## src/rtl/ring_pkg.sv

```systemverilog
/* Widths, beat structs and opcodes shared by the staging ring and its testbench.
   CNT_W must hold LANES; a beat never carries more than LANES words */
package ring_pkg;

  // ------------------------------
  // Widths
  // ------------------------------
  // Bits per data word
  localparam int DATA_W = 8;
  // Most words moved per cycle, on either side
  localparam int LANES = 2;
  // Beat count, 0 to LANES
  localparam int CNT_W = 2;

  // Producer command, at most one per cycle
  typedef enum logic [1:0] {
    CMD_NONE   = 2'd0,
    CMD_COMMIT = 2'd1,
    CMD_ABORT  = 2'd2,
    CMD_FLUSH  = 2'd3
  } cmd_e;

  // Packet state of the producer side
  typedef enum logic [1:0] {
    ST_IDLE = 2'd0,
    ST_OPEN = 2'd1,
    ST_DROP = 2'd2   // packet lost, beats ignored until commit or abort
  } pkt_state_e;

  // ------------------------------
  // Beat structs
  // ------------------------------
  // Write beat, lane 0 is the older word
  typedef struct packed {
    logic                         valid;
    logic [CNT_W-1:0]             count;
    logic [LANES-1:0][DATA_W-1:0] data;
  } wr_beat_t;

  // Pop request
  typedef struct packed {
    logic             valid;
    logic [CNT_W-1:0] count;
  } rd_req_t;

  // Pop response, one cycle after the request
  typedef struct packed {
    logic                         valid;
    logic [CNT_W-1:0]             count;
    logic [LANES-1:0][DATA_W-1:0] data;
  } rd_resp_t;

endpackage

```

## src/rtl/counter_incr.sv

```systemverilog
/* Wraps at MaxValue even when MaxValue+1 is not a power of two.
   ValueWidth must equal $clog2(MaxValue+1), and LANES must not exceed MaxValue */
`timescale 1ns/1ps

module counter_incr #(
  parameter int ValueWidth          = 4,
  parameter int MaxValue            = 11,
  parameter bit EnableReinitAndIncr = 1'b1
) (
  input  logic                       clk,
  input  logic                       rst_n,
  input  logic                       reinit,
  input  logic [ValueWidth-1:0]      initial_value,
  input  logic                       incr_valid,
  input  logic [ring_pkg::CNT_W-1:0] incr,
  output logic [ValueWidth-1:0]      value,
  output logic [ValueWidth-1:0]      value_next
);

  // One spare bit holds value + incr before the wrap
  localparam int TempWidth  = ValueWidth + 1;
  localparam int MaxValueP1 = MaxValue + 1;
  localparam bit IsPow2     = (MaxValueP1 & (MaxValueP1 - 1)) == 0;

  logic [TempWidth-1:0] incr_ext;
  logic [TempWidth-1:0] value_temp;

  // Zero when there is no step this cycle
  assign incr_ext = incr_valid ? TempWidth'(incr) : '0;

  // ------------------------------
  // Sum before wrap
  // ------------------------------
  if (EnableReinitAndIncr) begin : gen_reinit_and_incr
    // Step lands on top of the loaded value
    assign value_temp = (reinit ? TempWidth'(initial_value) : TempWidth'(value)) + incr_ext;
  end else begin : gen_reinit_only
    // Reinit wins, the step is dropped
    assign value_temp = reinit ? TempWidth'(initial_value) : TempWidth'(value) + incr_ext;
  end

  // ------------------------------
  // Wrap
  // ------------------------------
  if (IsPow2) begin : gen_pow2_wrap
    // Carry out of the top bit is the wrap
    assign value_next = value_temp[ValueWidth-1:0];
  end else begin : gen_mod_wrap
    logic [TempWidth-1:0] value_wrapped;

    // Remainder past MaxValue, at most one lap since incr <= MaxValue
    assign value_wrapped = value_temp - TempWidth'(MaxValueP1);
    assign value_next    = (value_temp > TempWidth'(MaxValue)) ?
                           value_wrapped[ValueWidth-1:0] : value_temp[ValueWidth-1:0];
  end

  always_ff @(posedge clk or negedge rst_n) begin
    if (!rst_n) begin
      value <= '0;
    end else if (incr_valid || reinit) begin
      value <= value_next;
    end
  end

  // ------------------------------
  // Checks
  // ------------------------------
  // Callers never step past one full beat
  incr_in_range_a : assert property (@(posedge clk) disable iff (!rst_n)
    incr_valid |-> int'(incr) <= ring_pkg::LANES);

  value_in_range_a : assert property (@(posedge clk) disable iff (!rst_n)
    int'(value) <= MaxValue);

  // What was announced as next is what the register holds
  value_follows_next_a : assert property (@(posedge clk) disable iff (!rst_n)
    $past(rst_n) |-> value == $past(value_next));

endmodule

```

## src/rtl/ring_ctrl.sv

```systemverilog
/* Packet FSM; strobes are combinational from state and command.
   Abort outranks a same-cycle beat, and a dropped packet commits nothing */
`timescale 1ns/1ps

module ring_ctrl (
  input  logic           clk,
  input  logic           rst_n,
  input  ring_pkg::cmd_e cmd,
  input  logic           beat_valid,
  input  logic           beat_fits,
  output logic           wr_accept,
  output logic           commit_en,
  output logic           rewind,
  output logic           flush_en,
  output logic           overflow
);

  ring_pkg::pkt_state_e state;
  ring_pkg::pkt_state_e state_next;
  // Producer may still add to the packet
  logic in_pkt;
  // Commit or abort ends the packet
  logic closing;
  logic is_abort;

  assign in_pkt   = (state != ring_pkg::ST_DROP);
  assign is_abort = (cmd == ring_pkg::CMD_ABORT);
  assign closing  = (cmd == ring_pkg::CMD_COMMIT) || is_abort;

  // ------------------------------
  // Strobes
  // ------------------------------
  // Aborted beat is thrown away anyway, so it never overflows
  assign overflow  = in_pkt && beat_valid && !beat_fits && !is_abort;
  assign wr_accept = in_pkt && beat_valid && beat_fits && !is_abort;
  // Commit alongside an overflowing beat closes an empty packet
  assign commit_en = in_pkt && (cmd == ring_pkg::CMD_COMMIT) && !overflow;
  // Both abort and drop return the write pointer to the commit point
  assign rewind    = overflow || (in_pkt && is_abort);
  // Flush is independent of the packet state
  assign flush_en  = (cmd == ring_pkg::CMD_FLUSH);

  // ------------------------------
  // FSM
  // ------------------------------
  always_comb begin
    state_next = state;
    case (state)
      ring_pkg::ST_IDLE, ring_pkg::ST_OPEN: begin
        if (closing) begin
          state_next = ring_pkg::ST_IDLE;
        end else if (overflow) begin
          state_next = ring_pkg::ST_DROP;
        end else if (beat_valid) begin
          state_next = ring_pkg::ST_OPEN;
        end
      end
      ring_pkg::ST_DROP: begin
        if (closing) begin
          state_next = ring_pkg::ST_IDLE;
        end
      end
      default: state_next = ring_pkg::ST_IDLE;
    endcase
  end

  always_ff @(posedge clk or negedge rst_n) begin
    if (!rst_n) begin
      state <= ring_pkg::ST_IDLE;
    end else begin
      state <= state_next;
    end
  end

  // Once dropped, nothing more of the packet is written or reported
  drop_holds_a : assert property (@(posedge clk) disable iff (!rst_n)
    overflow && !closing |=> !wr_accept && !overflow);

  no_commit_on_drop_a : assert property (@(posedge clk) disable iff (!rst_n)
    overflow |-> !commit_en);

endmodule

```

## src/rtl/ring_ptrs.sv

```systemverilog
/* Write, read and commit pointers of a Depth-slot ring; one slot stays empty.
   Depth must be at least 4 so that a pointer is as wide as a beat count */
`timescale 1ns/1ps

module ring_ptrs #(
  parameter  int Depth    = 12,
  localparam int PtrWidth = $clog2(Depth)
) (
  input  logic                       clk,
  input  logic                       rst_n,
  input  logic [ring_pkg::CNT_W-1:0] wr_count,
  input  logic                       wr_accept,
  input  logic                       commit_en,
  input  logic                       rewind,
  input  logic                       flush_en,
  input  ring_pkg::rd_req_t          rd,
  output logic                       beat_fits,
  output logic [PtrWidth-1:0]        wr_addr,
  output logic [ring_pkg::CNT_W-1:0] wr_lanes,
  output logic [PtrWidth-1:0]        rd_addr,
  output logic [ring_pkg::CNT_W-1:0] rd_grant,
  output logic [PtrWidth-1:0]        avail
);

  logic [PtrWidth-1:0] wr_ptr;
  logic [PtrWidth-1:0] wr_ptr_next;
  logic [PtrWidth-1:0] rd_ptr;
  logic [PtrWidth-1:0] commit_ptr;
  logic [PtrWidth-1:0] used;
  logic [PtrWidth-1:0] free_cnt;

  // Forward distance from one pointer to another, modulo Depth
  function automatic logic [PtrWidth-1:0] ring_dist(input logic [PtrWidth-1:0] from_ptr,
                                                    input logic [PtrWidth-1:0] to_ptr);
    logic [PtrWidth:0] span;
    span = {1'b0, to_ptr} - {1'b0, from_ptr};
    if (to_ptr < from_ptr) begin
      span = span + (PtrWidth + 1)'(Depth);
    end
    return span[PtrWidth-1:0];
  endfunction

  // ------------------------------
  // Pointers
  // ------------------------------
  // Abort or drop lands back on the commit point, same-cycle beat lost
  counter_incr #(
    .ValueWidth         (PtrWidth),
    .MaxValue           (Depth - 1),
    .EnableReinitAndIncr(1'b0)
  ) wr_cnt_i (
    .clk          (clk),
    .rst_n        (rst_n),
    .reinit       (rewind),
    .initial_value(commit_ptr),
    .incr_valid   (wr_accept),
    .incr         (wr_count),
    .value        (wr_ptr),
    .value_next   (wr_ptr_next)
  );

  // Flush jumps to the commit point, grant is forced to 0 that cycle
  counter_incr #(
    .ValueWidth         (PtrWidth),
    .MaxValue           (Depth - 1),
    .EnableReinitAndIncr(1'b0)
  ) rd_cnt_i (
    .clk          (clk),
    .rst_n        (rst_n),
    .reinit       (flush_en),
    .initial_value(commit_ptr),
    .incr_valid   (rd_grant != '0),
    .incr         (rd_grant),
    .value        (rd_ptr),
    .value_next   ()
  );

  // Commit point includes a beat written in the same cycle
  always_ff @(posedge clk or negedge rst_n) begin
    if (!rst_n) begin
      commit_ptr <= '0;
    end else if (commit_en) begin
      commit_ptr <= wr_ptr_next;
    end
  end

  // ------------------------------
  // Occupancy and grants
  // ------------------------------
  assign used      = ring_dist(rd_ptr, wr_ptr);
  assign free_cnt  = PtrWidth'(Depth - 1) - used;
  // Only committed words are visible to the consumer
  assign avail     = ring_dist(rd_ptr, commit_ptr);
  assign beat_fits = PtrWidth'(wr_count) <= free_cnt;

  assign wr_addr  = wr_ptr;
  assign wr_lanes = wr_accept ? wr_count : '0;
  assign rd_addr  = rd_ptr;

  // Lesser of request and avail
  always_comb begin
    if (!rd.valid || flush_en) begin
      rd_grant = '0;
    end else if (PtrWidth'(rd.count) > avail) begin
      rd_grant = avail[ring_pkg::CNT_W-1:0];
    end else begin
      rd_grant = rd.count;
    end
  end

  used_in_range_a : assert property (@(posedge clk) disable iff (!rst_n)
    int'(used) <= Depth - 1);

  // Commit point sits between read and write pointers
  commit_inside_a : assert property (@(posedge clk) disable iff (!rst_n)
    avail <= used);

endmodule

```

## src/rtl/ring_store.sv

```systemverilog
/* Depth-word array, two write lanes and two registered read lanes.
   Data and count carry no reset; only the response valid bit is cleared */
`timescale 1ns/1ps

module ring_store #(
  parameter  int Depth    = 12,
  localparam int PtrWidth = $clog2(Depth)
) (
  input  logic                                            clk,
  input  logic                                            rst_n,
  input  logic [PtrWidth-1:0]                             wr_addr,
  input  logic [ring_pkg::CNT_W-1:0]                      wr_lanes,
  input  logic [ring_pkg::LANES-1:0][ring_pkg::DATA_W-1:0] wr_data,
  input  logic [PtrWidth-1:0]                             rd_addr,
  input  logic [ring_pkg::CNT_W-1:0]                      rd_grant,
  output ring_pkg::rd_resp_t                              rd_resp
);

  logic [ring_pkg::DATA_W-1:0] mem [Depth];

  // Lane 1 addresses, wrapped past Depth-1
  logic [PtrWidth-1:0] wr_addr_l1;
  logic [PtrWidth-1:0] rd_addr_l1;

  logic                                            resp_valid;
  logic [ring_pkg::CNT_W-1:0]                      resp_count;
  logic [ring_pkg::LANES-1:0][ring_pkg::DATA_W-1:0] resp_data;

  function automatic logic [PtrWidth-1:0] addr_inc(input logic [PtrWidth-1:0] addr);
    if (addr == PtrWidth'(Depth - 1)) begin
      return '0;
    end
    return addr + 1'b1;
  endfunction

  assign wr_addr_l1 = addr_inc(wr_addr);
  assign rd_addr_l1 = addr_inc(rd_addr);

  // ------------------------------
  // Write, lane 0 first
  // ------------------------------
  always_ff @(posedge clk) begin
    if (wr_lanes != '0) begin
      mem[wr_addr] <= wr_data[0];
    end
    if (int'(wr_lanes) > 1) begin
      mem[wr_addr_l1] <= wr_data[1];
    end
  end

  // ------------------------------
  // Read
  // ------------------------------
  // Both lanes read every cycle, count tells which matter
  always_ff @(posedge clk) begin
    resp_data[0] <= mem[rd_addr];
    resp_data[1] <= mem[rd_addr_l1];
    resp_count   <= rd_grant;
  end

  always_ff @(posedge clk or negedge rst_n) begin
    if (!rst_n) begin
      resp_valid <= 1'b0;
    end else begin
      resp_valid <= (rd_grant != '0);
    end
  end

  assign rd_resp.valid = resp_valid;
  assign rd_resp.count = resp_count;
  assign rd_resp.data  = resp_data;

endmodule

```

## src/rtl/ring_top.sv

```systemverilog
/* Packet staging ring, no back-pressure; beats that do not fit drop the packet.
   Usable capacity is Depth-1 words */
`timescale 1ns/1ps

module ring_top #(
  parameter  int Depth    = 12,
  localparam int PtrWidth = $clog2(Depth)
) (
  input  logic                clk,
  input  logic                rst_n,
  input  ring_pkg::wr_beat_t  wr,
  input  ring_pkg::cmd_e      cmd,
  input  ring_pkg::rd_req_t   rd,
  output ring_pkg::rd_resp_t  rd_resp,
  output logic [PtrWidth-1:0] avail,
  output logic                overflow
);

  // FSM and pointer handshake
  logic beat_fits;
  logic wr_accept;
  logic commit_en;
  logic rewind;
  logic flush_en;

  // Pointer to storage
  logic [PtrWidth-1:0]        wr_addr;
  logic [PtrWidth-1:0]        rd_addr;
  logic [ring_pkg::CNT_W-1:0] wr_lanes;
  logic [ring_pkg::CNT_W-1:0] rd_grant;

  ring_ctrl ring_ctrl_i (
    .clk       (clk),
    .rst_n     (rst_n),
    .cmd       (cmd),
    .beat_valid(wr.valid),
    .beat_fits (beat_fits),
    .wr_accept (wr_accept),
    .commit_en (commit_en),
    .rewind    (rewind),
    .flush_en  (flush_en),
    .overflow  (overflow)
  );

  ring_ptrs #(
    .Depth(Depth)
  ) ring_ptrs_i (
    .clk      (clk),
    .rst_n    (rst_n),
    .wr_count (wr.count),
    .wr_accept(wr_accept),
    .commit_en(commit_en),
    .rewind   (rewind),
    .flush_en (flush_en),
    .rd       (rd),
    .beat_fits(beat_fits),
    .wr_addr  (wr_addr),
    .wr_lanes (wr_lanes),
    .rd_addr  (rd_addr),
    .rd_grant (rd_grant),
    .avail    (avail)
  );

  ring_store #(
    .Depth(Depth)
  ) ring_store_i (
    .clk     (clk),
    .rst_n   (rst_n),
    .wr_addr (wr_addr),
    .wr_lanes(wr_lanes),
    .wr_data (wr.data),
    .rd_addr (rd_addr),
    .rd_grant(rd_grant),
    .rd_resp (rd_resp)
  );

endmodule

```

## config.mk

```make
export PLATFORM = sky130hd
export DESIGN_NAME = ring_top
export DESIGN_NICKNAME = d
export VERILOG_FILES = /design/src/rtl/ring_pkg.sv /design/src/rtl/counter_incr.sv /design/src/rtl/ring_ctrl.sv /design/src/rtl/ring_ptrs.sv /design/src/rtl/ring_store.sv /design/src/rtl/ring_top.sv
export SDC_FILE = /design/constraint.sdc
export NUM_CORES = 1
export LEC_CHECK = 0
export BUFFER_PORTS_ARGS = -buffer_cell sky130_fd_sc_hd__buf_4
export CORE_MARGIN = 3
export CORE_UTILIZATION = 50
export DETAILED_ROUTE_END_ITERATION = 7
export GPL_ROUTABILITY_DRIVEN = 0
export PLACE_DENSITY = 0.7
export SETUP_SLACK_MARGIN = 0.5
export SYNTH_ARGS = -nofsm -noshare
export SYNTH_HDL_FRONTEND = slang
export SYNTH_SLANG_ARGS = --single-unit
```

## constraint.sdc

```tcl
create_clock -name clk -period 5 [get_ports clk]
set_input_delay 0.5 -clock clk [delete_from_list [all_inputs] [get_ports clk]]
set_output_delay 0.5 -clock clk [all_outputs]
set_load 0.005 [all_outputs]
```

Yosys cells after proc, flatten, opt, wreduce, memory -nomap -nowiden
Memories as Yosys holds them, arrays and structs flattened. A register that Yosys moved wholly into a read port is not among the register bits.
Cells that the tools add are included.
W data, S select, Z words.
{ "word_totals": {"reg_bits": 17, "ram_bits": 96, "out_inout_bits": 24, "elab_cells": 83, "memories": 1} }
{ "mem_list": {"columns": ["memory", "words", "width", "read_ports", "rd_clocked_by_memory_dff", "wr", "line_no", "source"], "rows": [
  ["ring_store_i.mem", 12, 8, 2, 2, 2, "ring_store.sv:19", "logic [ring_pkg::DATA_W-1:0] mem [Depth];"]
]} }
{ "classes": {"n_addsub": 11, "n_lt_le_gt_ge": 7, "eq_ne": 10, "mux": 26, "reduce_logical": 22} }
{ "op_table": {"columns": ["op", "count"], "rows": [
  ["$mux W4", 8],
  ["$mux W2", 9],
  ["$add A4 B5 Y5", 2],
  ["$gt A5 B4 Y1 const B", 2],
  ["$mux W5", 2],
  ["$add A4 B1 Y4 const B", 2],
  ["$add A4 B4 Y4 const B", 2],
  ["$eq A4 B4 Y1 const B", 2],
  ["$logic_and A1 B1 Y1", 8],
  ["$lt A4 B4 Y1", 2],
  ["$sub A4 B4 Y4", 2],
  ["$sub A4 B4 Y4 const B", 2],
  ["$eq A2 B2 Y1 const B", 3],
  ["$mux W1", 6],
  ["$logic_or A1 B1 Y1", 5],
  ["$eq A2 B1 Y1 const B", 2],
  ["$gt A2 B4 Y1", 1],
  ["$le A2 B4 Y1", 1],
  ["$logic_not A1 Y1", 4],
  ["$ne A4 B2 Y1 const B", 1],
  ["$pmux W2 S2", 1],
  ["$reduce_bool A2 Y1", 2],
  ["$sub A4 B4 Y4 const A", 1],
  ["$gt A2 B1 Y1 const B", 1],
  ["5 further kinds", 5]
]} }

Longest topological paths before layout
Gate-level depths: netlist of run 1.
{ "logic_depth": {"ltp_word": 12, "ltp_mapped": 23, "mapped_depth_nobuf": 22} }

Modules after synthesis
From an unflattened synthesis of run 1, not the netlist that was laid out.
{ "hier_totals": {"hier_cells": 579, "area_unflattened_um2": 7956.4} }
{ "modules_own_cells": {"columns": ["mod", "n_inst", "cells_per_inst", "area_each_um2", "seq_area_each_um2"], "rows": [
  ["ring_store", 1, 398, 6289.8, 3268.1],
  ["ring_ptrs", 1, 73, 659.4, 100.1],
  ["counter_incr (ring_ptrs_i.rd_cnt_i)", 1, 44, 411.6, 100.1],
  ["counter_incr (ring_ptrs_i.wr_cnt_i)", 1, 44, 410.4, 100.1],
  ["ring_ctrl", 1, 20, 185.2, 50.0]
]} }

Worst setup path after synthesis of run 1
OpenSTA, ideal clock, no wires.
{ "synth_timing": {"path_type": "reg-to-reg", "start": "register ring_ptrs_i.rd_cnt_i.value[1]", "end": "register ring_ptrs_i.commit_ptr[2]", "setup_time_ns": 0.121, "t_arrival_ns": 4.884, "t_required_ns": 4.879, "path_slack_ns": -0.005, "path_stages_with_launch": 22, "synth_period_minus_slack_ns": 5.005, "cell_sequence": "dfrtp_1 -> clkbuf_1 -> clkinv_1 -> fa_1 -> ha_1 -> nor2b_1 -> o221a_2 -> and4_1 -> buf_2 -> nor3_1 -> ha_1 -> fa_1 -> buf_1 -> xor2_1 -> mux2i_1 -> ha_1 -> nor3b_1 -> a211oi_1 -> a311oi_1 -> a221oi_1 -> a21oi_1 -> o22a_1"} }
{ "synth_via": {"elab_chain_len": 12, "elab_cells_between_ends": 20} }
{ "synth_lines": {"columns": ["item", "line_no", "source"], "rows": [
  ["start: declaration", "counter_incr.sv:16", "output logic [ValueWidth-1:0] value,"],
  ["start signal: assignment", "counter_incr.sv:61", "value <= value_next;"],
  ["$sub A4 B4 Y4", "ring_ptrs.sv:36", "span = {1'b0, to_ptr} - {1'b0, from_ptr};"],
  ["$add A4 B4 Y4", "ring_ptrs.sv:38", "span = span + (PtrWidth + 1)'(Depth);"],
  ["$mux W4 (*)", "ring_ptrs.sv:37", "if (to_ptr < from_ptr) begin"],
  ["$sub A4 B4 Y4 (*)", "ring_ptrs.sv:91", "assign free_cnt = PtrWidth'(Depth - 1) - used;"],
  ["$le A2 B4 Y1 (*)", "ring_ptrs.sv:94", "assign beat_fits = PtrWidth'(wr_count) <= free_cnt;"],
  ["$logic_and A1 B1 Y1 / $logic_not A1 Y1 (equally long branches)", "ring_ctrl.sv:35, ring_ctrl.sv:34", null],
  ["$logic_and A1 B1 Y1 (on tied branches)", "ring_ctrl.sv:35, ring_ctrl.sv:34", null],
  ["$mux W2 / $logic_and A1 B1 Y1 (equally long branches)", "counter_incr.sv:29, ring_ctrl.sv:34", null],
  ["$add A4 B5 Y5 / $logic_or A1 B1 Y1 (equally long branches)", "counter_incr.sv:39, ring_ctrl.sv:39", null],
  ["$mux W5", "counter_incr.sv:39", "assign value_temp = reinit ? TempWidth'(initial_value) : TempWidth'(value) + incr_ext;"],
  ["$sub A4 B4 Y4 / $gt A5 B4 Y1 (equally long branches)", "counter_incr.sv:52, counter_incr.sv:53", null],
  ["$mux W4", "counter_incr.sv:53", "assign value_next = (value_temp > TempWidth'(MaxValue)) ?"],
  ["end signal: assignment", "ring_ptrs.sv:83", "commit_ptr <= wr_ptr_next;"],
  ["end: declaration", "ring_ptrs.sv:28", "logic [PtrWidth-1:0] commit_ptr;"]
]} }
Every way passes the cells marked *; elsewhere a longest branch is shown, timed or not.
A chain may end at the register's enable or synchronous reset.

Final worst setup path of run 1
{ "layout_timing": {"start": "register ring_ptrs_i.wr_cnt_i.value[0]", "end": "register ring_ptrs_i.commit_ptr[2]"} }
{ "layout_via": {"elab_chain_len": 12, "elab_cells_between_ends": 20} }
{ "layout_lines": {"columns": ["item", "line_no"], "rows": [
  ["start: declaration", "counter_incr.sv:16"],
  ["start signal: assignment", "counter_incr.sv:61"],
  ["$sub A4 B4 Y4", "ring_ptrs.sv:36"],
  ["$add A4 B4 Y4", "ring_ptrs.sv:38"],
  ["$mux W4", "ring_ptrs.sv:37"],
  ["$sub A4 B4 Y4", "ring_ptrs.sv:91"],
  ["$le A2 B4 Y1", "ring_ptrs.sv:94"],
  ["$logic_and A1 B1 Y1 / $logic_not A1 Y1 (equally long branches)", "ring_ctrl.sv:35, ring_ctrl.sv:34"],
  ["$logic_and A1 B1 Y1 (on tied branches)", "ring_ctrl.sv:35, ring_ctrl.sv:34"],
  ["$mux W2 / $logic_and A1 B1 Y1 (equally long branches)", "counter_incr.sv:29, ring_ctrl.sv:34"],
  ["$add A4 B5 Y5 / $logic_or A1 B1 Y1 (equally long branches)", "counter_incr.sv:39, ring_ctrl.sv:39"],
  ["$mux W5", "counter_incr.sv:39"],
  ["$sub A4 B4 Y4 / $gt A5 B4 Y1 (equally long branches)", "counter_incr.sv:52, counter_incr.sv:53"],
  ["$mux W4", "counter_incr.sv:53"]
]} }
Parallel ways exist; a longest one is shown, timed or not.

==> metrics.txt, run 1 <==
# TYPE chip_impl_metric gauge
chip_impl_info{name="status",value="finished clean"} 1
chip_impl_info{name="worstPathCellList",value="inv_2 > ha_4 > inv_2 > fa_1 > ha_1 > nor2b_4 > o221a_4 > and4_4 > nor3_2 > ha_2 > fa_2 > xor2_2 > mux2i_1 > ha_2 > nor3b_2 > a211oi_2 > a311oi_2 > a221oi_2 > a21oi_1 > o22a_1"} 1
chip_impl_info{name="cts-root-buf",value="clkbuf_16"} 1
chip_impl_info{name="clock_tree_from_tritoncts",value="yes"} 1
chip_impl_info{name="synthTopCellsByCount",value="mux2_2 (102), edfxtp_1 (96), mux4_2 (48)"} 1
chip_impl_metric{name="drt-pass1-iter-count",unit=""} 5
chip_impl_metric{name="drt-vias-per-instance",unit=""} 6.23
chip_impl_metric{name="die-height",unit="µm"} 133
chip_impl_metric{name="drive_gt1_share",unit="%"} 46.4
chip_impl_metric{name="ir_drop",unit="µV"} 348
chip_impl_metric{name="diode_insertion_count_for_antenna_repair",unit=""} 0
chip_impl_info{name="r2r_start",value="ring_ptrs_i.wr_cnt_i.value[0]$_DFFE_PN0P_"} 1
chip_impl_metric{name="dp.final_hpwl",unit="mm"} 14.1
chip_impl_metric{name="globalRouteMet2Util",unit="%"} 37.5
chip_impl_metric{name="design.die.area",unit="mm²"} 0.0177
chip_impl_metric{name="max_freq",unit="MHz"} 220
chip_impl_info{name="startpoint_types",value="flip-flop"} 1
chip_impl_metric{name="io_pins",unit=""} 50
chip_impl_metric{name="place.port_buffers",unit=""} 49
chip_impl_metric{name="starting_drc_count_in_detailed_routing",unit=""} 605
chip_impl_info{name="hold_path_startpoint",value="rd[1]"} 1
chip_impl_info{name="synth-main-ff-cell",value="edfxtp_1"} 1
chip_impl_metric{name="sum_of_negative_setup_slack",unit="ns"} 0
chip_impl_metric{name="timing.slew.headroom",unit="%"} 20.8
chip_impl_metric{name="crit_arrival",unit="ns"} 4.85
chip_impl_metric{name="drv_cap",unit=""} 0
chip_impl_metric{name="cp_max_fo",unit=""} 7
chip_impl_metric{name="post_synth_edffs",unit=""} 96
chip_impl_metric{name="grt_start_max_net_pins",unit=""} 30
chip_impl_metric{name="areaGrowthSynthToFinish",unit="%"} 18.5
chip_impl_metric{name="placement_rows",unit=""} 45
chip_impl_metric{name="fin_crit_sh",unit="%"} 90.7
chip_impl_metric{name="timing.critical_path.required",unit="ns"} 5.32
chip_impl_metric{name="cts_max_path_buffers",unit=""} 2
chip_impl_info{name="global_route_layer_with_the_greatest_usage",value="met2"} 1
chip_impl_info{name="cell_types_with_the_largest_area_share_after_synthesis",value="edfxtp_1 (36%), mux2_2 (14%), mux4_2 (13%)"} 1
chip_impl_metric{name="route.antenna.remaining_nets",unit=""} 0
chip_impl_metric{name="synth_seq_area_share",unit="%"} 45.0
chip_impl_metric{name="crit_path_max_incr_delay",unit="ns"} 0.47
chip_impl_info{name="timing.setup.critical_path_class",value="flip-flop to flip-flop"} 1
chip_impl_metric{name="timing.final.hold_violations",unit=""} 0
chip_impl_metric{name="post-route-worst-setup-slack",unit="ns"} 0.464
chip_impl_info{name="grt_setup_unrepaired",value="yes"} 1
chip_impl_metric{name="yosys_warnings",unit=""} 0
chip_impl_metric{name="clkLatencyLatePin",unit="ns"} 0.43
chip_impl_metric{name="asyncSetResetFlopFracSynth",unit="%"} 11.6
chip_impl_metric{name="syn_area_cell",unit="µm²"} 13.1
chip_impl_metric{name="power-per-cell-area",unit="mW/mm²"} 669
chip_impl_metric{name="clock_sink_count",unit=""} 129
chip_impl_metric{name="route.vias.total",unit=""} 5626
chip_impl_metric{name="grt_antenna_before_repair",unit=""} 0
chip_impl_metric{name="dpl_cell_area",unit="mm²"} 0.00872
chip_impl_metric{name="final.setup_skew",unit="ns"} 0.0140
chip_impl_metric{name="finalNetCount",unit=""} 731
chip_impl_metric{name="routedWlPerCell",unit="µm"} 23.3
chip_impl_metric{name="detailedPlace.worstSlack",unit="ns"} 0.277
chip_impl_metric{name="synth.ff_latch_count",unit=""} 129
chip_impl_metric{name="setup_viol",unit=""} 0
chip_impl_metric{name="grt_first_pass_wirelength",unit="mm"} 32.1
chip_impl_metric{name="die_x",unit="µm"} 133
chip_impl_metric{name="max_slew.worst_pin.slew",unit="ns"} 1.18
chip_impl_metric{name="grt_util_met3",unit="%"} 5.74
chip_impl_metric{name="cts-buffers-inserted",unit=""} 17
chip_impl_metric{name="synthesized_netlist_cell_count",unit=""} 615
chip_impl_metric{name="grt_use_met1",unit="%"} 33.7
chip_impl_metric{name="syn_nets",unit=""} 667
chip_impl_metric{name="path_clk_slew",unit="ns"} 0.06
chip_impl_metric{name="layout.cell_area.non_filler",unit="mm²"} 0.00953
chip_impl_metric{name="synth_largest_type_area_fraction",unit="%"} 35.8
chip_impl_metric{name="grt_pass1_vias",unit=""} 5577
chip_impl_metric{name="timing.final.max_slew_violations",unit=""} 0
chip_impl_metric{name="gr_usage_total",unit="%"} 24.0
chip_impl_info{name="worstSetupEndpointType",value="flip-flop"} 1
chip_impl_info{name="library_cell_occupying_the_most_area_in_the_post_synthesis_netlist",value="edfxtp_1"} 1
chip_impl_metric{name="leakage",unit="nW"} 3.49
chip_impl_metric{name="htreeDepth",unit=""} 4
chip_impl_metric{name="synth.cell_area",unit="mm²"} 0.00805
chip_impl_metric{name="final_period_minus_worst_setup_slack",unit="ns"} 4.54
chip_impl_info{name="yosys.cell_count.top_type",value="mux2_2"} 1
chip_impl_metric{name="remaining_drc_errors",unit=""} 0
chip_impl_info{name="min_path_type",value="primary input to flip-flop"} 1
chip_impl_info{name="critical_path.startpoint",value="ring_ptrs_i.wr_cnt_i.value[0]$_DFFE_PN0P_"} 1
chip_impl_metric{name="design.core.area",unit="mm²"} 0.0155
chip_impl_metric{name="detail_route.wirelength",unit="mm"} 21.0
chip_impl_info{name="worst_path_max_delay_cell",value="fa_1"} 1
chip_impl_metric{name="globalRoute.totalOverflow",unit=""} 0
chip_impl_metric{name="floorplan.initialDensity",unit="%"} 52.0
chip_impl_metric{name="post_synth_num_cell_types",unit=""} 68
logic make-up after synthesis:
group | after synthesis | synth area share [%]
simple gates | 150 | 10.8
flops | 129 | 45.0
fa+ha+maj | 26 | 4.42
buf+inv | 59 | 3.02
compound gates | 79 | 6.38
mux | 163 | 29.5
xor+xnor | 9 | 0.980
per-layer routing:
metal  vias to the layer above  part of all wire, %  wire, µm
li1                       2502                    -         -
met1                      2846                   41      8700
met2                       249                   48     10100
met3                        29                  8.9      1860
met4                         0                  1.6       338
met5                         -                    0         0
final timing paths:
path,cells after the start,slack (ns),to
min in group asynchronous,2,0.48,ring_ptrs_i.commit_ptr[3]$_DFFE_PN0P_
min reg2reg,1,0.50,ring_ctrl_i.state[0]$_DFFE_PN0P_
max in group asynchronous,2,4.29,ring_ptrs_i.rd_cnt_i.value[0]$_DFFE_PN0P_
min,3,0.37,ring_store_i.resp_count[1]$_DFF_P_
max,20,0.46,ring_ptrs_i.commit_ptr[2]$_DFFE_PN0P_
max reg2reg,20,0.46,ring_ptrs_i.commit_ptr[2]$_DFFE_PN0P_
state kept, by name, indices dropped and copies added, names as in the netlist:
register                    cells
ring_ctrl_i.state               2
ring_ptrs_i.commit_ptr          4
ring_ptrs_i.rd_cnt_i.value      4
ring_ptrs_i.wr_cnt_i.value      4
ring_store_i.mem               96
ring_store_i.rd_resp           16
ring_store_i.resp_count         2
ring_store_i.resp_valid         1
critical path: cells and delay by family (launching register included):
family          cells  cell delay, ns
fa+ha+maj           6            1.85
mux                 1            0.18
buf+inv             2            0.14
xor+xnor            1            0.17
compound gates      6            1.11
flops               1            0.46
simple gates        4            0.53
layout by cell type, fill, tap and decap left out, drive strengths merged, types with 4 or more instances in the layout:
cell type	netlist	routed
a31oi	10	10
o21ai	26	26
a21oi	14	14
nand2	44	44
mux4	48	48
xnor2	6	6
fa	4	4
clkinv	2	7
o31ai	5	5
nor2b	6	6
edfxtp	96	96
and2	5	5
nand3	8	8
buf	13	85
inv	16	16
mux2	102	102
dfxtp	18	18
nor2	43	43
a21o	6	6
mux2i	13	13
dfrtp	15	15
clkbuf	28	22
ha	22	22
nand2b	6	6
nor3	14	14
through the flow:
| stage | util [%] | power, W | cells | hold slack [ns] |
|---|---|---|---|---|
| floorplan | - | 0.00383 | 615 | 0.204 |
| global placement | 56.3 | 0.00469 | 860 | 0.380 |
| detailed placement | 56.3 | 0.00477 | 860 | 0.384 |
| CTS | 60.3 | 0.00606 | 893 | 0.361 |
| global route | 61.6 | 0.00673 | 903 | 0.372 |
| finish | 61.6 | 0.00638 | 903 | 0.371 |
what timing repair did:
action,in CTS,in global routing
setup buffers,0,10
setup endpoints to repair,3,6
pin swaps,1,20
gates resized for setup,5,34
hold buffers,1,0
hold endpoints to repair,15,0
final cells by class:
cell class,instances,area [µm²]
clock buffer,22,454
clock inverter,10,135
fill,1148,5950
inverter,18,72.6
multi-input combinational,427,4340
sequential,129,3620
tap,211,264
timing repair buffer,86,648
power breakdown:
part | total (W) | switching (W) | internal, W
logic | 0.00357 | 0.00188 | 0.00168
registers | 0.00156 | 0.000153 | 0.00141
clock network | 0.00125 | 0.000459 | 0.000794
total | 0.00638 | 0.00249 | 0.00389
Power figures use the tool's default switching activity.
==> run 2: changes to the inputs <==
--- a/config.mk
+++ b/config.mk
@@ -8,9 +8,11 @@
 export BUFFER_PORTS_ARGS = -buffer_cell sky130_fd_sc_hd__buf_4
 export CORE_MARGIN = 3
 export CORE_UTILIZATION = 50
+export CTS_CLUSTER_DIAMETER = 120
 export DETAILED_ROUTE_END_ITERATION = 7
 export GPL_ROUTABILITY_DRIVEN = 0
 export PLACE_DENSITY = 0.7
+export REMOVE_ABC_BUFFERS = 1
 export SETUP_SLACK_MARGIN = 0.5
 export SYNTH_ARGS = -nofsm -noshare
 export SYNTH_HDL_FRONTEND = slang
==> metrics.txt, run 2 (synthesis gave the netlist of run 1 again) <==
# TYPE chip_impl_metric gauge
chip_impl_metric{name="globalRouteMet2Util",unit="%"} 38.6
chip_impl_metric{name="area_of_the_multi_input_gates",unit="mm²"} 0.00438
chip_impl_metric{name="max_freq",unit="MHz"} 226
chip_impl_metric{name="grt_pass1_vias",unit=""} 5659
chip_impl_info{name="status",value="finished clean"} 1
chip_impl_metric{name="detail_route.wirelength",unit="mm"} 21.7
chip_impl_metric{name="die_x",unit="µm"} 133
chip_impl_metric{name="hold-path-cell-count",unit=""} 3
chip_impl_info{name="worstPathCellList",value="inv_2 > ha_4 > inv_2 > fa_1 > ha_1 > nor2b_4 > o221a_4 > nand4_4 > and3_4 > ha_4 > a21o_1 > nand2_2 > xnor2_2 > nor2_1 > nor2_1 > ha_2 > inv_1 > mux2_2 > o21ai_0 > o21ai_1 > o21ai_0 > o22a_1"} 1
chip_impl_metric{name="r2r_slack",unit="ns"} 0.57
chip_impl_info{name="startpoint_types",value="flip-flop"} 1
chip_impl_metric{name="crit_arrival",unit="ns"} 4.78
chip_impl_info{name="min_path_type",value="primary input to flip-flop"} 1
chip_impl_metric{name="dp.cells",unit=""} 860
chip_impl_metric{name="largest_reg_flops",unit=""} 96
chip_impl_metric{name="remaining_drc_errors",unit=""} 0
chip_impl_metric{name="final.fill_count",unit=""} 1198
chip_impl_metric{name="route.vias.total",unit=""} 5705
chip_impl_metric{name="timing.slew.headroom",unit="%"} 38.6
chip_impl_metric{name="final-seq-area",unit="mm²"} 0.00362
chip_impl_metric{name="place.port_buffers",unit=""} 49
chip_impl_metric{name="gr_usage_total",unit="%"} 24.4
chip_impl_metric{name="grt_util_met3",unit="%"} 5.89
chip_impl_metric{name="timing.final.hold_violations",unit=""} 0
chip_impl_metric{name="cts-buffers-inserted",unit=""} 17
chip_impl_metric{name="drv_cap",unit=""} 0
chip_impl_info{name="worst_path_max_delay_cell",value="fa_1"} 1
chip_impl_metric{name="design.die.area",unit="mm²"} 0.0177
chip_impl_info{name="timing.setup.critical_path_class",value="flip-flop to flip-flop"} 1
chip_impl_metric{name="leakage",unit="nW"} 3.51
chip_impl_metric{name="cts_max_path_buffers",unit=""} 2
chip_impl_info{name="critical_path.top_delay_family",value="adder cells"} 1
chip_impl_metric{name="grt_use_met1",unit="%"} 33.8
chip_impl_metric{name="finalNetCount",unit=""} 738
chip_impl_metric{name="clock_sink_count",unit=""} 129
chip_impl_metric{name="route.antenna.remaining_nets",unit=""} 0
chip_impl_metric{name="io_pins",unit=""} 50
chip_impl_metric{name="die-height",unit="µm"} 133
chip_impl_metric{name="clkLatencyLatePin",unit="ns"} 0.41
chip_impl_metric{name="timing.critical_path.required",unit="ns"} 5.35
chip_impl_metric{name="filler_free_cell_count_of_the_finished_design",unit=""} 910
chip_impl_metric{name="drive_gt1_share",unit="%"} 47.6
chip_impl_info{name="clock_tree_from_tritoncts",value="yes"} 1
chip_impl_metric{name="timing.final.max_slew_violations",unit=""} 0
chip_impl_metric{name="fin_crit_sh",unit="%"} 88.6
chip_impl_metric{name="grt_start_max_net_pins",unit=""} 27
chip_impl_metric{name="path_clk_slew",unit="ns"} 0.06
chip_impl_metric{name="grt_first_pass_wirelength",unit="mm"} 32.8
chip_impl_info{name="hold_path_startpoint",value="rd[0]"} 1
chip_impl_metric{name="ir_drop",unit="µV"} 301
chip_impl_info{name="grt_setup_unrepaired",value="no"} 1
chip_impl_info{name="cts-root-buf",value="clkbuf_16"} 1
chip_impl_metric{name="diode_insertion_count_for_antenna_repair",unit=""} 0
chip_impl_metric{name="setup_viol",unit=""} 0
chip_impl_metric{name="placement_rows",unit=""} 45
chip_impl_metric{name="power-per-cell-area",unit="mW/mm²"} 660
chip_impl_info{name="final_cell_mix",value="mux2_2 (102), edfxtp_1 (96), buf_4 (92)"} 1
chip_impl_info{name="r2r_start",value="ring_ptrs_i.wr_cnt_i.value[0]$_DFFE_PN0P_"} 1
chip_impl_metric{name="starting_drc_count_in_detailed_routing",unit=""} 626
chip_impl_info{name="global_route_layer_with_the_greatest_usage",value="met2"} 1
chip_impl_metric{name="grt_antenna_before_repair",unit=""} 0
chip_impl_metric{name="globalRoute.totalOverflow",unit=""} 0
chip_impl_metric{name="max_slew.worst_pin.slew",unit="ns"} 0.921
chip_impl_info{name="rr_endpoint",value="ring_ptrs_i.wr_cnt_i.value[3]$_DFFE_PN0P_"} 1
chip_impl_metric{name="worstRegToRegCells",unit=""} 22
chip_impl_info{name="worst_hold_path.endpoint",value="ring_store_i.resp_count[0]$_DFF_P_"} 1
chip_impl_metric{name="final_period_minus_worst_setup_slack",unit="ns"} 4.43
chip_impl_metric{name="cp_max_fo",unit=""} 6
chip_impl_metric{name="crit_path_max_incr_delay",unit="ns"} 0.46
chip_impl_metric{name="floorplan.initialDensity",unit="%"} 52.0
chip_impl_info{name="layout.cells.most_common",value="mux2_2"} 1
chip_impl_metric{name="final.setup_skew",unit="ns"} 0.00950
chip_impl_info{name="largest-register",value="ring_store_i.mem"} 1
chip_impl_metric{name="areaGrowthSynthToFinish",unit="%"} 18.9
chip_impl_metric{name="design.core.area",unit="mm²"} 0.0155
chip_impl_metric{name="htreeDepth",unit=""} 4
chip_impl_metric{name="combined_buffer_and_inverter_count_along_the_critical_path",unit=""} 3
chip_impl_metric{name="finalCoreUtilization",unit="%"} 61.8
chip_impl_info{name="worstSetupEndpointType",value="flip-flop"} 1
chip_impl_metric{name="routedWlPerCell",unit="µm"} 23.8
chip_impl_metric{name="drt-vias-per-instance",unit=""} 6.27
chip_impl_metric{name="drt-pass1-iter-count",unit=""} 5
chip_impl_metric{name="dp.final_hpwl",unit="mm"} 13.9
## run 2: layer usage
metal | part of all wire, % | up-vias | wire (µm)
met1 | 41 | 2871 | 8900
met2 | 48 | 266 | 10500
met5 | 0 | - | 0
met3 | 8.5 | 38 | 1840
met4 | 2.0 | 0 | 436
li1 | - | 2530 | -
## run 2: timing repair
| action | in CTS | in global routing |
|---|---|---|
| hold buffers | 1 | 0 |
| setup buffers | 2 | 15 |
| resized for setup | 7 | 36 |
| endpoints found under the setup margin | 6 | 6 |
| endpoints found under the hold margin | 15 | 0 |
| pin swaps | 1 | 24 |
## run 2: area by class of cell
cell class / count / area share (%)
sequential: 129 / 37.9
multi-input combinational: 427 / 45.7
clock buffer: 20 / 4.67
timing repair buffer: 93 / 7.33
tap: 211 / 2.76
inverter: 18 / 0.720
clock inverter: 12 / 0.903
## run 2: worst register-to-register path, cell delays in order (launching register included)
cell     delay [ns]
dfrtp_2        0.44
inv_2          0.09
ha_4           0.13
inv_2          0.03
fa_1           0.46
ha_1           0.31
nor2b_4        0.15
o221a_4        0.21
nand4_4        0.13
and3_4         0.21
ha_4           0.25
a21o_1         0.16
nand2_2        0.09
xnor2_2        0.19
nor2_1         0.07
nor2_1         0.16
ha_2           0.26
inv_1          0.08
mux2_2         0.27
o21ai_0        0.21
o21ai_1        0.16
o21ai_0        0.19
o22a_1         0.14
## run 2: stage by stage
stage	total power [W]	hold slack (ns)	area (µm²)	setup TNS, ns	worst slack, ns
2_1_floorplan	0.00375	0.204	7870	-0.798	-0.257
3_3_place_gp	0.00467	0.378	8720	0	0.575
3_5_place_dp	0.00476	0.380	8720	0	0.389
4_1_cts	0.00593	0.364	9300	0	0.509
5_1_grt	0.00667	0.392	9560	0	0.331
6_report	0.00631	0.360	9560	0	0.569
## run 2: worst max path at each step
stage | cells after the start | start | slack [ns] | to
finish | 22 | ring_ptrs_i.wr_cnt_i.value[0]$_DFFE_PN0P_ | 0.57 | ring_ptrs_i.wr_cnt_i.value[3]$_DFFE_PN0P_
global route | 22 | ring_ptrs_i.wr_cnt_i.value[0]$_DFFE_PN0P_ | 0.33 | ring_ptrs_i.wr_cnt_i.value[3]$_DFFE_PN0P_
CTS | 22 | ring_ptrs_i.wr_cnt_i.value[0]$_DFFE_PN0P_ | 0.51 | ring_ptrs_i.commit_ptr[2]$_DFFE_PN0P_
detailed placement | 22 | ring_ptrs_i.wr_cnt_i.value[0]$_DFFE_PN0P_ | 0.39 | ring_ptrs_i.commit_ptr[2]$_DFFE_PN0P_
global placement | 20 | ring_ptrs_i.wr_cnt_i.value[0]$_DFFE_PN0P_ | 0.57 | ring_ptrs_i.commit_ptr[2]$_DFFE_PN0P_
floorplan | 19 | ring_ptrs_i.rd_cnt_i.value[0]$_DFFE_PN0P_ | -0.26 | ring_ptrs_i.commit_ptr[2]$_DFFE_PN0P_
## run 2: where the power goes
part	switching, W	internal (W)
sequential	0.000178	0.00141
combinational	0.00186	0.00174
clock	0.000472	0.000647
total	0.00251	0.00380
